## config.mk

```make
export PLATFORM = sky130hd
export DESIGN_NAME = integ_top
export DESIGN_NICKNAME = d
export VERILOG_FILES = /design/src/hdl/integ_pkg.sv /design/src/hdl/booth_mult.sv /design/src/hdl/seq_div.sv /design/src/hdl/velocity_integrator.sv /design/src/hdl/integ_apb_regs.sv /design/src/hdl/integ_top.sv
export SDC_FILE = /design/constraint.sdc
export NUM_CORES = 1
export LEC_CHECK = 0
export BUFFER_PORTS_ARGS = -buffer_cell sky130_fd_sc_hd__buf_2
export CAP_MARGIN = 20
export CORE_ASPECT_RATIO = 1.1
export CORE_MARGIN = 10
export CORE_UTILIZATION = 60
export DETAILED_ROUTE_END_ITERATION = 6
export GPL_ROUTABILITY_DRIVEN = 1
export HOLD_SLACK_MARGIN = 0.15
export PLACE_DENSITY = 0.76
export SLEW_MARGIN = 20
export SYNTH_ARGS = -nofsm -noshare
export SYNTH_HDL_FRONTEND = slang
export SYNTH_SLANG_ARGS = --single-unit
```

## constraint.sdc

```tcl
create_clock -name clk -period 10.55 [get_ports clk]
set_input_delay 1.055 -clock clk [delete_from_list [all_inputs] [get_ports clk]]
set_output_delay 1.055 -clock clk [all_outputs]
set_load 0.05 [all_outputs]
```

## src/hdl/integ_pkg.sv

```systemverilog
`default_nettype none

package integ_pkg;

    ////////////////////////////////////////////////////////////////////////////
    // Register map, byte offsets on the APB side
    ////////////////////////////////////////////////////////////////////////////

    localparam logic [7:0] REG_CTRL     = 8'h00;
    localparam logic [7:0] REG_ACCEL    = 8'h04;
    localparam logic [7:0] REG_DT       = 8'h08;
    localparam logic [7:0] REG_SCALE    = 8'h0C;
    localparam logic [7:0] REG_STATUS   = 8'h10;
    localparam logic [7:0] REG_VELOCITY = 8'h14;
    localparam logic [7:0] REG_STEPS    = 8'h18;

    // CTRL bit positions
    localparam int CTRL_START = 0;
    localparam int CTRL_CLEAR = 1;

    ////////////////////////////////////////////////////////////////////////////
    // Bus and core structs
    ////////////////////////////////////////////////////////////////////////////

    typedef struct packed {
        logic [7:0]  paddr;
        logic        psel;
        logic        penable;
        logic        pwrite;
        logic [31:0] pwdata;
    } apb_req_t;

    typedef struct packed {
        logic [31:0] prdata;
        logic        pready;
        logic        pslverr;
    } apb_rsp_t;

    // Step operands, held by the register file
    typedef struct packed {
        logic signed [15:0] accel;
        logic [15:0]        dt;
        logic [31:0]        scale;
    } integ_cfg_t;

    typedef struct packed {
        logic signed [31:0] velocity;
        logic [31:0]        steps;
        logic               busy;
    } integ_status_t;

endpackage

`default_nettype wire

```

## src/hdl/booth_mult.sv

```systemverilog
`default_nettype none

module booth_mult #(
    parameter int MUL_W = 16
) (
    input  logic                      clk,
    input  logic                      rst,
    input  logic                      go,
    input  logic signed [MUL_W-1:0]   multiplicand,
    input  logic [MUL_W-1:0]          multiplier,
    output logic                      done,
    output logic signed [2*MUL_W-1:0] product
);

    localparam int CNT_W = $clog2(MUL_W + 1);

    // One guard bit on the partial product so that subtracting
    // the most negative multiplicand cannot overflow
    logic signed [MUL_W:0] mcand;
    logic signed [MUL_W:0] acc;
    logic [MUL_W-1:0]      q;
    logic                  q_m1;
    logic [CNT_W-1:0]      count;
    logic                  running;
    logic                  last;

    logic signed [MUL_W:0] sum;
    logic signed [MUL_W:0] acc_next;
    logic [MUL_W-1:0]      q_next;
    logic [MUL_W-1:0]      upper;

    always_comb begin
        last = (count == CNT_W'(MUL_W - 1));

        // Booth pair {q0, q-1}
        case ({q[0], q_m1})
            2'b01:   sum = acc + mcand;
            2'b10:   sum = acc - mcand;
            default: sum = acc;
        endcase
        acc_next = sum >>> 1;
        q_next   = {sum[0], q[MUL_W-1:1]};

        // Multiplier is really MUL_W+1 bits with a zero on top, so the
        // final pair is {0, msb}: add the multiplicand once more, no shift
        if (q[0]) begin
            upper = acc_next[MUL_W-1:0] + mcand[MUL_W-1:0];
        end else begin
            upper = acc_next[MUL_W-1:0];
        end
    end

    always_ff @(posedge clk) begin
        if (rst) begin
            running <= 1'b0;
            done    <= 1'b0;
            count   <= '0;
        end else begin
            done <= 1'b0;
            if (go) begin
                running <= 1'b1;
                count   <= '0;
            end else if (running) begin
                count <= count + 1'b1;
                if (last) begin
                    running <= 1'b0;
                    done    <= 1'b1;
                end
            end
        end
    end

    // Datapath
    always_ff @(posedge clk) begin
        if (go) begin
            mcand <= {multiplicand[MUL_W-1], multiplicand};
            acc   <= '0;
            q     <= multiplier;
            q_m1  <= 1'b0;
        end else if (running) begin
            acc  <= acc_next;
            q    <= q_next;
            q_m1 <= q[0];
            if (last) begin
                product <= {upper, q_next};
            end
        end
    end

endmodule

`default_nettype wire

```

## src/hdl/seq_div.sv

```systemverilog
`default_nettype none

module seq_div #(
    parameter int ACC_W = 48
) (
    input  logic             clk,
    input  logic             rst,
    input  logic             go,
    input  logic [ACC_W-1:0] dividend,
    input  logic [31:0]      divisor,
    output logic             done,
    output logic [ACC_W-1:0] quotient,
    output logic [31:0]      remainder
);

    localparam int CNT_W = $clog2(ACC_W + 1);

    logic [ACC_W-1:0] q;
    logic [31:0]      r;
    logic [31:0]      dvsr;
    logic             dvsr_zero;
    logic [CNT_W-1:0] count;
    logic             running;
    logic             last;

    logic [32:0]      shifted;
    logic [33:0]      diff;
    logic             fits;
    logic [31:0]      r_next;
    logic [ACC_W-1:0] q_next;

    // One restoring step, next dividend bit shifted into the remainder
    always_comb begin
        last    = (count == CNT_W'(ACC_W - 1));
        shifted = {r, q[ACC_W-1]};
        diff    = {1'b0, shifted} - {2'b00, dvsr};
        fits    = ~diff[33];
        if (fits) begin
            r_next = diff[31:0];
        end else begin
            r_next = shifted[31:0];
        end
        q_next = {q[ACC_W-2:0], fits};
    end

    always_ff @(posedge clk) begin
        if (rst) begin
            running <= 1'b0;
            done    <= 1'b0;
            count   <= '0;
        end else begin
            done <= 1'b0;
            if (go) begin
                running <= 1'b1;
                count   <= '0;
            end else if (running) begin
                count <= count + 1'b1;
                if (last) begin
                    running <= 1'b0;
                    done    <= 1'b1;
                end
            end
        end
    end

    always_ff @(posedge clk) begin
        if (go) begin
            q         <= dividend;
            r         <= '0;
            dvsr      <= divisor;
            dvsr_zero <= (divisor == 32'd0);
        end else if (running) begin
            q <= q_next;
            r <= r_next;
            if (last) begin
                // Division by zero saturates the quotient
                quotient  <= dvsr_zero ? '1 : q_next;
                remainder <= r_next;
            end
        end
    end

endmodule

`default_nettype wire

```

## src/hdl/velocity_integrator.sv

```systemverilog
`default_nettype none

module velocity_integrator #(
    parameter int MUL_W = 16,
    parameter int ACC_W = 48
) (
    input  logic                     clk,
    input  logic                     rst,
    input  integ_pkg::integ_cfg_t    cfg,
    input  logic                     start,
    input  logic                     clear,
    output integ_pkg::integ_status_t status
);

    typedef enum logic [2:0] {
        S_IDLE,
        S_MUL,
        S_ACC,
        S_DIV,
        S_FIN
    } state_t;

    state_t state;

    logic signed [ACC_W-1:0] acc;
    logic signed [31:0]      velocity;
    logic [31:0]             steps;
    logic [31:0]             quot_lo;

    logic                      mul_done;
    logic signed [2*MUL_W-1:0] product;
    logic                      div_go;
    logic                      div_done;
    logic                      acc_neg;
    logic [ACC_W-1:0]          acc_mag;
    logic [ACC_W-1:0]          quotient;

    ////////////////////////////////////////////////////////////////////////////
    // Arithmetic units
    ////////////////////////////////////////////////////////////////////////////

    // Multiply starts on the start pulse itself, operands sampled there
    booth_mult #(
        .MUL_W(MUL_W)
    ) u_mult (
        .clk         (clk),
        .rst         (rst),
        .go          (start),
        .multiplicand(cfg.accel),
        .multiplier  (cfg.dt),
        .done        (mul_done),
        .product     (product)
    );

    // Divide magnitude only, sign restored in S_FIN
    always_comb begin
        acc_neg = acc[ACC_W-1];
        acc_mag = acc_neg ? -acc : acc;
        div_go  = (state == S_ACC);
    end

    seq_div #(
        .ACC_W(ACC_W)
    ) u_div (
        .clk      (clk),
        .rst      (rst),
        .go       (div_go),
        .dividend (acc_mag),
        .divisor  (cfg.scale),
        .done     (div_done),
        .quotient (quotient),
        .remainder()
    );

    ////////////////////////////////////////////////////////////////////////////
    // Step sequencer
    ////////////////////////////////////////////////////////////////////////////

    always_ff @(posedge clk) begin
        if (rst) begin
            state    <= S_IDLE;
            acc      <= '0;
            velocity <= '0;
            steps    <= '0;
        end else begin
            case (state)
                S_IDLE: begin
                    // Clear lands on the same edge, step then runs from zero
                    if (clear) begin
                        acc      <= '0;
                        velocity <= '0;
                        steps    <= '0;
                    end
                    if (start) begin
                        state <= S_MUL;
                    end
                end
                S_MUL: begin
                    if (mul_done) begin
                        acc   <= acc + {{(ACC_W - 2*MUL_W){product[2*MUL_W-1]}}, product};
                        state <= S_ACC;
                    end
                end
                S_ACC: begin
                    state <= S_DIV;
                end
                S_DIV: begin
                    if (div_done) begin
                        state <= S_FIN;
                    end
                end
                S_FIN: begin
                    velocity <= acc_neg ? -quot_lo : quot_lo;
                    steps    <= steps + 32'd1;
                    state    <= S_IDLE;
                end
                default: state <= S_IDLE;
            endcase
        end
    end

    // Low word of the quotient, velocity keeps 32 bits only
    always_ff @(posedge clk) begin
        if (state == S_DIV && div_done) begin
            quot_lo <= quotient[31:0];
        end
    end

    always_comb begin
        status.velocity = velocity;
        status.steps    = steps;
        status.busy     = (state != S_IDLE);
    end

endmodule

`default_nettype wire

```

## src/hdl/integ_apb_regs.sv

```systemverilog
`default_nettype none

module integ_apb_regs (
    input  logic                     clk,
    input  logic                     rst,
    input  integ_pkg::apb_req_t      apb_req,
    output integ_pkg::apb_rsp_t      apb_rsp,
    input  integ_pkg::integ_status_t status,
    output integ_pkg::integ_cfg_t    cfg,
    output logic                     start,
    output logic                     clear
);

    import integ_pkg::*;

    logic        access;
    logic        err;
    logic        wr_ok;
    logic [31:0] rdata;

    ////////////////////////////////////////////////////////////////////////////
    // Address decode and read mux
    ////////////////////////////////////////////////////////////////////////////

    always_comb begin
        access = apb_req.psel && apb_req.penable;
        err    = 1'b0;
        rdata  = '0;
        case (apb_req.paddr)
            REG_CTRL: begin
                // Write only, refused while a step runs
                err = apb_req.pwrite && status.busy;
            end
            REG_ACCEL: begin
                rdata = {16'h0000, cfg.accel};
            end
            REG_DT: begin
                rdata = {16'h0000, cfg.dt};
            end
            REG_SCALE: begin
                rdata = cfg.scale;
            end
            REG_STATUS: begin
                rdata = {31'd0, status.busy};
                err   = apb_req.pwrite;
            end
            REG_VELOCITY: begin
                rdata = status.velocity;
                err   = apb_req.pwrite;
            end
            REG_STEPS: begin
                rdata = status.steps;
                err   = apb_req.pwrite;
            end
            default: begin
                err = 1'b1;
            end
        endcase

        wr_ok = access && apb_req.pwrite && !err;

        apb_rsp.prdata  = rdata;
        apb_rsp.pready  = 1'b1;
        apb_rsp.pslverr = access && err;
    end

    ////////////////////////////////////////////////////////////////////////////
    // Config registers and control pulses
    ////////////////////////////////////////////////////////////////////////////

    always_ff @(posedge clk) begin
        if (rst) begin
            cfg.accel <= '0;
            cfg.dt    <= '0;
            cfg.scale <= 32'd1;
            start     <= 1'b0;
            clear     <= 1'b0;
        end else begin
            start <= 1'b0;
            clear <= 1'b0;
            if (wr_ok) begin
                case (apb_req.paddr)
                    REG_CTRL: begin
                        start <= apb_req.pwdata[CTRL_START];
                        clear <= apb_req.pwdata[CTRL_CLEAR];
                    end
                    REG_ACCEL: cfg.accel <= apb_req.pwdata[15:0];
                    REG_DT:    cfg.dt    <= apb_req.pwdata[15:0];
                    REG_SCALE: cfg.scale <= apb_req.pwdata;
                    default: ;
                endcase
            end
        end
    end

endmodule

`default_nettype wire

```

## src/hdl/integ_top.sv

```systemverilog
`default_nettype none

module integ_top #(
    parameter int MUL_W = 16,
    parameter int ACC_W = 48
) (
    input  logic                clk,
    input  logic                rst,
    input  integ_pkg::apb_req_t apb_req,
    output integ_pkg::apb_rsp_t apb_rsp
);

    import integ_pkg::*;

    integ_cfg_t    cfg;
    integ_status_t status;
    logic          start;
    logic          clear;

    // Host side
    integ_apb_regs u_regs (
        .clk    (clk),
        .rst    (rst),
        .apb_req(apb_req),
        .apb_rsp(apb_rsp),
        .status (status),
        .cfg    (cfg),
        .start  (start),
        .clear  (clear)
    );

    // Core, one step at a time
    velocity_integrator #(
        .MUL_W(MUL_W),
        .ACC_W(ACC_W)
    ) u_integ (
        .clk   (clk),
        .rst   (rst),
        .cfg   (cfg),
        .start (start),
        .clear (clear),
        .status(status)
    );

endmodule

`default_nettype wire

```

* Word-level counts from Yosys, hierarchy flattened *
Cells that the tools add are included.

word-level totals
  register bits after elaboration = 454
  input port bits = 45
  output and inout bits = 34
  logic and storage cells = 120

cells by class
  add/subtract/negate cells = 10
  equal/unequal tests = 18
  muxes and demuxes = 29
  bitwise operators = 7
  reduce and logical (&&, ||, !) cells = 30

operator list
  kind                                                  number
  2-to-1 mux 48 bit                                     5
  one-hot mux 32 bit (6 select lines)                   1
  one-hot mux 32 bit (2 select lines)                   2
  2-to-1 mux 32 bit                                     3
  one-hot mux 48 bit (2 select lines)                   1
  adder 48 bit                                          1
  2-to-1 mux 16 bit                                     3
  negator 48 bit                                        1
  one-hot mux 17 bit (2 select lines)                   1
  subtractor 33 x 32 -> 34 bit                          1
  adder 32 x 1 -> 32 bit (second input constant)        1
  logical NOT 32 bit                                    1
  negator 32 bit                                        1
  equality test 8 x 5 -> 1 bit (second input constant)  3
  adder 16 x 16 -> 17 bit                               1
  subtractor 16 x 16 -> 17 bit                          1
  adder 16 bit                                          1
  equality test 8 x 4 -> 1 bit (second input constant)  2
  OR reduction 3 bit                                    5
  one-hot mux 3 bit (4 select lines)                    1
  AND reduction 3 bit                                   4
  2-to-1 mux 3 bit                                      3
  equality test 8 x 3 -> 1 bit (second input constant)  1
  logical NOT 8 bit                                     1
  20 further kinds                                      49

* Longest topological paths before layout *
  word-level depth = 7
  mapped depth = 25
  depth with buffers taken out = 24

* Modules after synthesis *
Synthesis repeated with hierarchy kept, for this count alone.

second synthesis, totals
  cells, all modules = 2937
  area total of the unflattened synthesis = 27890.5 um2

modules (own cells, without submodules)
  module               times used  cells an instance  area an instance (um2)  seq. area each (um2)
  seq_div              1           828                9834.4                  5635.4
  velocity_integrator  1           1162               9439.1                  3263.1
  booth_mult           1           516                5362.6                  2402.3
  integ_apb_regs       1           431                3254.4                  1321.3

* Least setup slack after synthesis *
Ideal clock, no wire load.

  kind = register to register
  start point = register u_integ.u_mult.q[0]
  end point = register u_integ.u_mult.product[31] (data pin)
  setup time = 0.258 ns
  arrival = 4.279 ns
  required time = 10.292 ns
  slack = 6.013 ns
  stages on the path, launching flop included = 24
  path buffers = 2
  period minus slack after synthesis = 4.537 ns
  path through = edfxtp_1 ha_1 clkbuf_1 clkbuf_1 nor2_1 xnor2_1 ha_1 nor2b_1 o31a_1 o21ai_0 nand2b_1 xnor2_1 nor2_1 a21oi_1 inv_1 ha_1 or3_1 o211ai_1 o21a_1 a21oi_1 o41ai_1 xnor2_1 nand2_1 xnor2_1

on the way
  longest elaborated chain between the ends = 4
  elaborated cells between the ends (all ways) = 5
  those cells by class = add/sub (1); eq/ne (2); mux (2)

RTL lines
  what                                                                        RTL line          text
  start, declared                                                             booth_mult.sv:21  logic [MUL_W-1:0] q;
  start signal, assigned                                                      booth_mult.sv:78  q <= multiplier;
  start signal, assigned                                                      booth_mult.sv:82  q <= q_next;
  equality test 2 bit / equality test 2 x 1 -> 1 bit (equally long branches)  booth_mult.sv:36  case ({q[0], q_m1})
  one-hot mux 17 bit (2 select lines) (*)                                     booth_mult.sv:36
  named net u_integ.u_mult.sum[6]                                             booth_mult.sv:27  logic signed [MUL_W:0] sum;
  adder 16 bit (*)                                                            booth_mult.sv:47  upper = acc_next[MUL_W-1:0] + mcand[MUL_W-1:0];
  2-to-1 mux 16 bit (*)                                                       booth_mult.sv:46  if (q[0]) begin
  named net u_integ.u_mult.upper[15]                                          booth_mult.sv:30  logic [MUL_W-1:0] upper;
  end signal, assigned                                                        booth_mult.sv:85  product <= {upper, q_next};
  end, declared                                                               booth_mult.sv:12  output logic signed [2*MUL_W-1:0] product

The timed path passes the listed nets; every way through them passes the cells marked *.
A chain may end at the register's enable or synchronous reset.

* Final worst setup path *
  start point = register u_integ.u_mult.q[0]
  end point = register u_integ.u_mult.product[30] (data pin)

Same word-level chain as after synthesis.

==> impl_results.md <==
* P_sw at around 1.0 mW
* Delay-heaviest family, CP: compound AO/OA/AOI/OAI gates
* Total gr overflow at 0
* Syn_area_per_cell at around 9 um^2
* Commonest non-fill, non-tap cell in the layout: nand2_1
* Crit. End Element: flip-flop
* Number of diodes at 0
* Worst vdd ir at around 0.12 mV
* RSZ-0062 raised after global routing: no
* Crit Path Category: flip-flop to flip-flop
* Non-filler cells, final at ~3,400
* Reg2Reg Depth at 21
* Critical Path, Cell by Cell: ha_1, mux2_2, inv_1, ha_1, nor2b_1, o21a_1, o21ai_0, nand2b_1, a21oi_1, xnor2_1, mux2i_1, inv_1, ha_1, nor2b_1, o21a_1, o311ai_0, nand3_1, o211ai_1, o21ai_0, xor2_1, mux2_2
* CTS Buf Count at 47
* Setup Viol. Count Final at 0
* P&R area growth vs syn at 9.66%
* Seq pwr share at a little under half
* Dpl cell area at roughly 26,000 um^2
* Reg2reg end: u_integ.u_mult.product[30]
* Crit path launch type: flip-flop
* Combinational share of power at 11.8%
* Clk_skew at 0.0241 ns
* Worst path bufs/invs at 2
* Largest net degree at the start of global routing at slightly below 100
* Synth top area share at about 25%
* Antenna-violating nets left at 0
* Most frequent cells in the layout: nand2_1, dfxtp_1, a21oi_1
* Fin Setup TNS at 0 ns
* Ys async rst share at 0%
* Core Region at a little over 40,000 um^2
* Post-Route Utilization at 66.5%
* CTS resizes at 0
* Final min period at just over 6 ns
* Post-CTS Setup Bufs at 0
* DR pass1 iterations at 6
* Clock tree buffer depth at 3
* DRC errors left at 0
* WHS at between 0.4 and 0.5 ns
* Total Power at 4.12 mW
* Synth Cell Area at between 20,000 and 25,000 um^2
* CP max stage cell: edfxtp_1
* Final WL at around 65,000 um
* Biggest cell delay along the critical path at ~0.98 ns
* WP data arrival at ~6.4 ns
* HPWL after detailed placement at roughly 47,000 um
* Fmax achieved at 0.165 GHz
* Final instance area at ~27,000 um^2
* Clk pwr share at 41.8%
* Sw Share at 25.1%
* Crit Path Max Fanout at 30
* Reg clk slew, reported paths at ~0.07 ns
* Starting Density at 60.6%
* Height of the die at 234 um
* H-Tree Depth at 2
* Hold Startpoint: u_integ.u_div.quotient[9]
* Die width at between 200 and 250 um
* DIE AREA at around 50,000 um^2
* Io pins at roughly 80
* Vias in the first global route at about 20,000
* PortBufs at 77
* Routed via count at between 20,000 and 25,000
* First-pass GRT wire length at around 100,000 um
* Cell Int Power at around 3.1 mW
* Pre-CTS worst setup slack at 4.54 ns
* GRT Total Usage at 25.5%
* R2R Setup Slk at 4.50 ns
* Hold Path Class: flip-flop to flip-flop
* WL/cell at just under 20 um
* Number of synthesized flops with an enable pin at between 200 and 250
* P_leak at 10.9 nW
* Layout cells sized above 1 at between 10% and 20%
* Initial antenna violation count at 0
* YS warnings at 0
* Starting DRC count in detailed routing at 1,932
* Final Hold Vio Count at 0
* CTS tree: yes
* RR Startpoint: u_integ.u_mult.q[0]
* Post-synth top area cell: edfxtp_1
* Worst slew margin at 30.7%
* Post-Syn Nets at just under 3,000
* Worst EP required at roughly 11 ns
* Root buf cell: clkbuf_16
* Nets at roughly 3,000
* Hold Crit Endpoint: u_integ.quot_lo[9]
* Row cnt at 78
* RePlAce Congestion at about 0.95
* Worst Tran Pin Value at a little over 1 ns
* PnR worst setup slack at 4.50 ns
* CTS sink count at 454
* Slew Limit Fails at 0
* Dpl cells at between 3,000 and 4,000
* Hold_buf cts at 0
* Distinct cells, synth at 79
* WHS Path Cells at 0
* #FFs+latches synth at approximately 450
* Post-Synthesis Cells at 2,760
* Crit path top cell by count: ha_1
* Max_cap viols at 0
* Post-synthesis sequential area ratio at 44.8%
* Tcrit/Tclk final at 57.4%
* Clk_lat worst skew at ~0.60 ns
* Power per standard cell area at about 150 nW/um^2
* Status: finished clean
* Predominant post-synthesis flop cell: dfxtp_1
* Vias per std cell at between 6 and 7
* Area contributors post-synth: edfxtp_1, dfxtp_1, ha_1, nand2_1, a21oi_1
==> cell usage after synthesis (10+ instances only) <==
cell type and number:
a211oi_1 20, a222oi_1 17, xor2_1 85, or2_2 44, nand3_1 82, a21oi_1 234, o21bai_1 21, or3_1 27
or4_1 10, a21o_1 47, o41ai_1 12, a22oi_1 63, inv_1 105, clkbuf_1 128, edfxtp_1 209, ha_1 121
and2_1 12, o211ai_1 17, nand4_1 25, xnor2_1 102, o21a_1 20, a22o_1 22, nor4_1 20, nor2_1 189
o31ai_1 23, mux2i_1 19, nor3_1 43, nand2b_1 16, and3_1 19, nor2b_1 13, nand2_1 402, mux2_2 26
a31oi_1 23, o21ai_0 169, o21ai_1 27, dfxtp_1 245
==> worst reg2reg max path: stages (launching register included) <==
cell	delay [ns]
edfxtp_1	0.98
ha_1	0.67
mux2_2	0.44
inv_1	0.07
ha_1	0.21
nor2b_1	0.13
o21a_1	0.18
o21ai_0	0.34
nand2b_1	0.10
a21oi_1	0.18
xnor2_1	0.08
mux2i_1	0.25
inv_1	0.08
ha_1	0.34
nor2b_1	0.15
o21a_1	0.20
o311ai_0	0.48
nand3_1	0.16
o211ai_1	0.18
o21ai_0	0.17
xor2_1	0.16
mux2_2	0.27
==> sequential cells by signal (all words and copies together), names as in the netlist <==
register / cells
u_integ.quot_lo: 32
u_integ.u_mult.q: 16
u_regs.start: 1
u_integ.u_mult.acc: 16
u_integ.u_mult.count: 5
u_integ.u_div.running: 1
u_integ.u_mult.mcand: 16
u_regs.clear: 1
u_integ.u_div.dvsr_zero: 1
u_integ.u_mult.running: 1
u_integ.u_mult.done: 1
u_regs.cfg: 64
u_integ.u_div.q: 48
u_integ.u_div.r: 32
u_integ.u_mult.q_m1: 1
u_integ.u_mult.product: 32
u_integ.u_div.done: 1
u_integ.state: 3
u_integ.u_div.quotient: 32
u_integ.steps: 32
u_integ.u_div.count: 6
u_integ.velocity: 32
u_integ.u_div.dvsr: 32
u_integ.acc: 48
==> final cells by class <==
cell class	count	area (um^2)
inverter	105	394
timing repair buffer	98	546
multi-input combinational	2064	12900
sequential	454	11200
tap	560	701
clock buffer	67	1410
clock inverter	21	208
fill	3362	13800
==> kinds of logic after synthesis <==
family | count (synthesis) | share of synthesized area (%)
xor+xnor | 187 | 6.56
flops | 454 | 44.8
buf+inv | 242 | 3.65
compound gates | 771 | 19.5
other cells | 1 | 0.0150
mux | 45 | 1.93
fa+ha+maj | 125 | 6.38
simple gates | 935 | 17.2
==> power groups by stage <==
stage | Clock, mW | Sequential [mW] | Combinational (mW)
2_1_floorplan | 0 | 1.94 | 0.378
3_3_place_gp | 0 | 1.95 | 0.462
3_5_place_dp | 0 | 1.95 | 0.478
4_1_cts | 1.74 | 1.91 | 0.483
5_1_grt | 1.81 | 1.92 | 0.549
6_report | 1.72 | 1.91 | 0.486
==> per-layer routing <==
metal	up-vias	share of wire [%]	global-route usage (%)
li1	10000	-	-
met1	9830	43	32.3
met2	659	48	43.6
met3	136	5.4	3.22
met4	0	3.8	10.6
met5	-	0	0
==> worst max path at each step <==
stage                                   start                          to  depth (start not counted)
after global routing      u_integ.u_mult.q[0]  u_integ.u_mult.product[30]                         21
final                     u_integ.u_mult.q[0]  u_integ.u_mult.product[30]                         21
after CTS                 u_integ.u_mult.q[0]  u_integ.u_mult.product[31]                         21
after global placement    u_integ.u_mult.q[0]  u_integ.u_mult.product[30]                         21
after floorplan           u_integ.u_mult.q[0]  u_integ.u_mult.product[31]                         23
after detailed placement  u_integ.u_mult.q[0]  u_integ.u_mult.product[31]                         21
(Power assumes the default switching activity.)
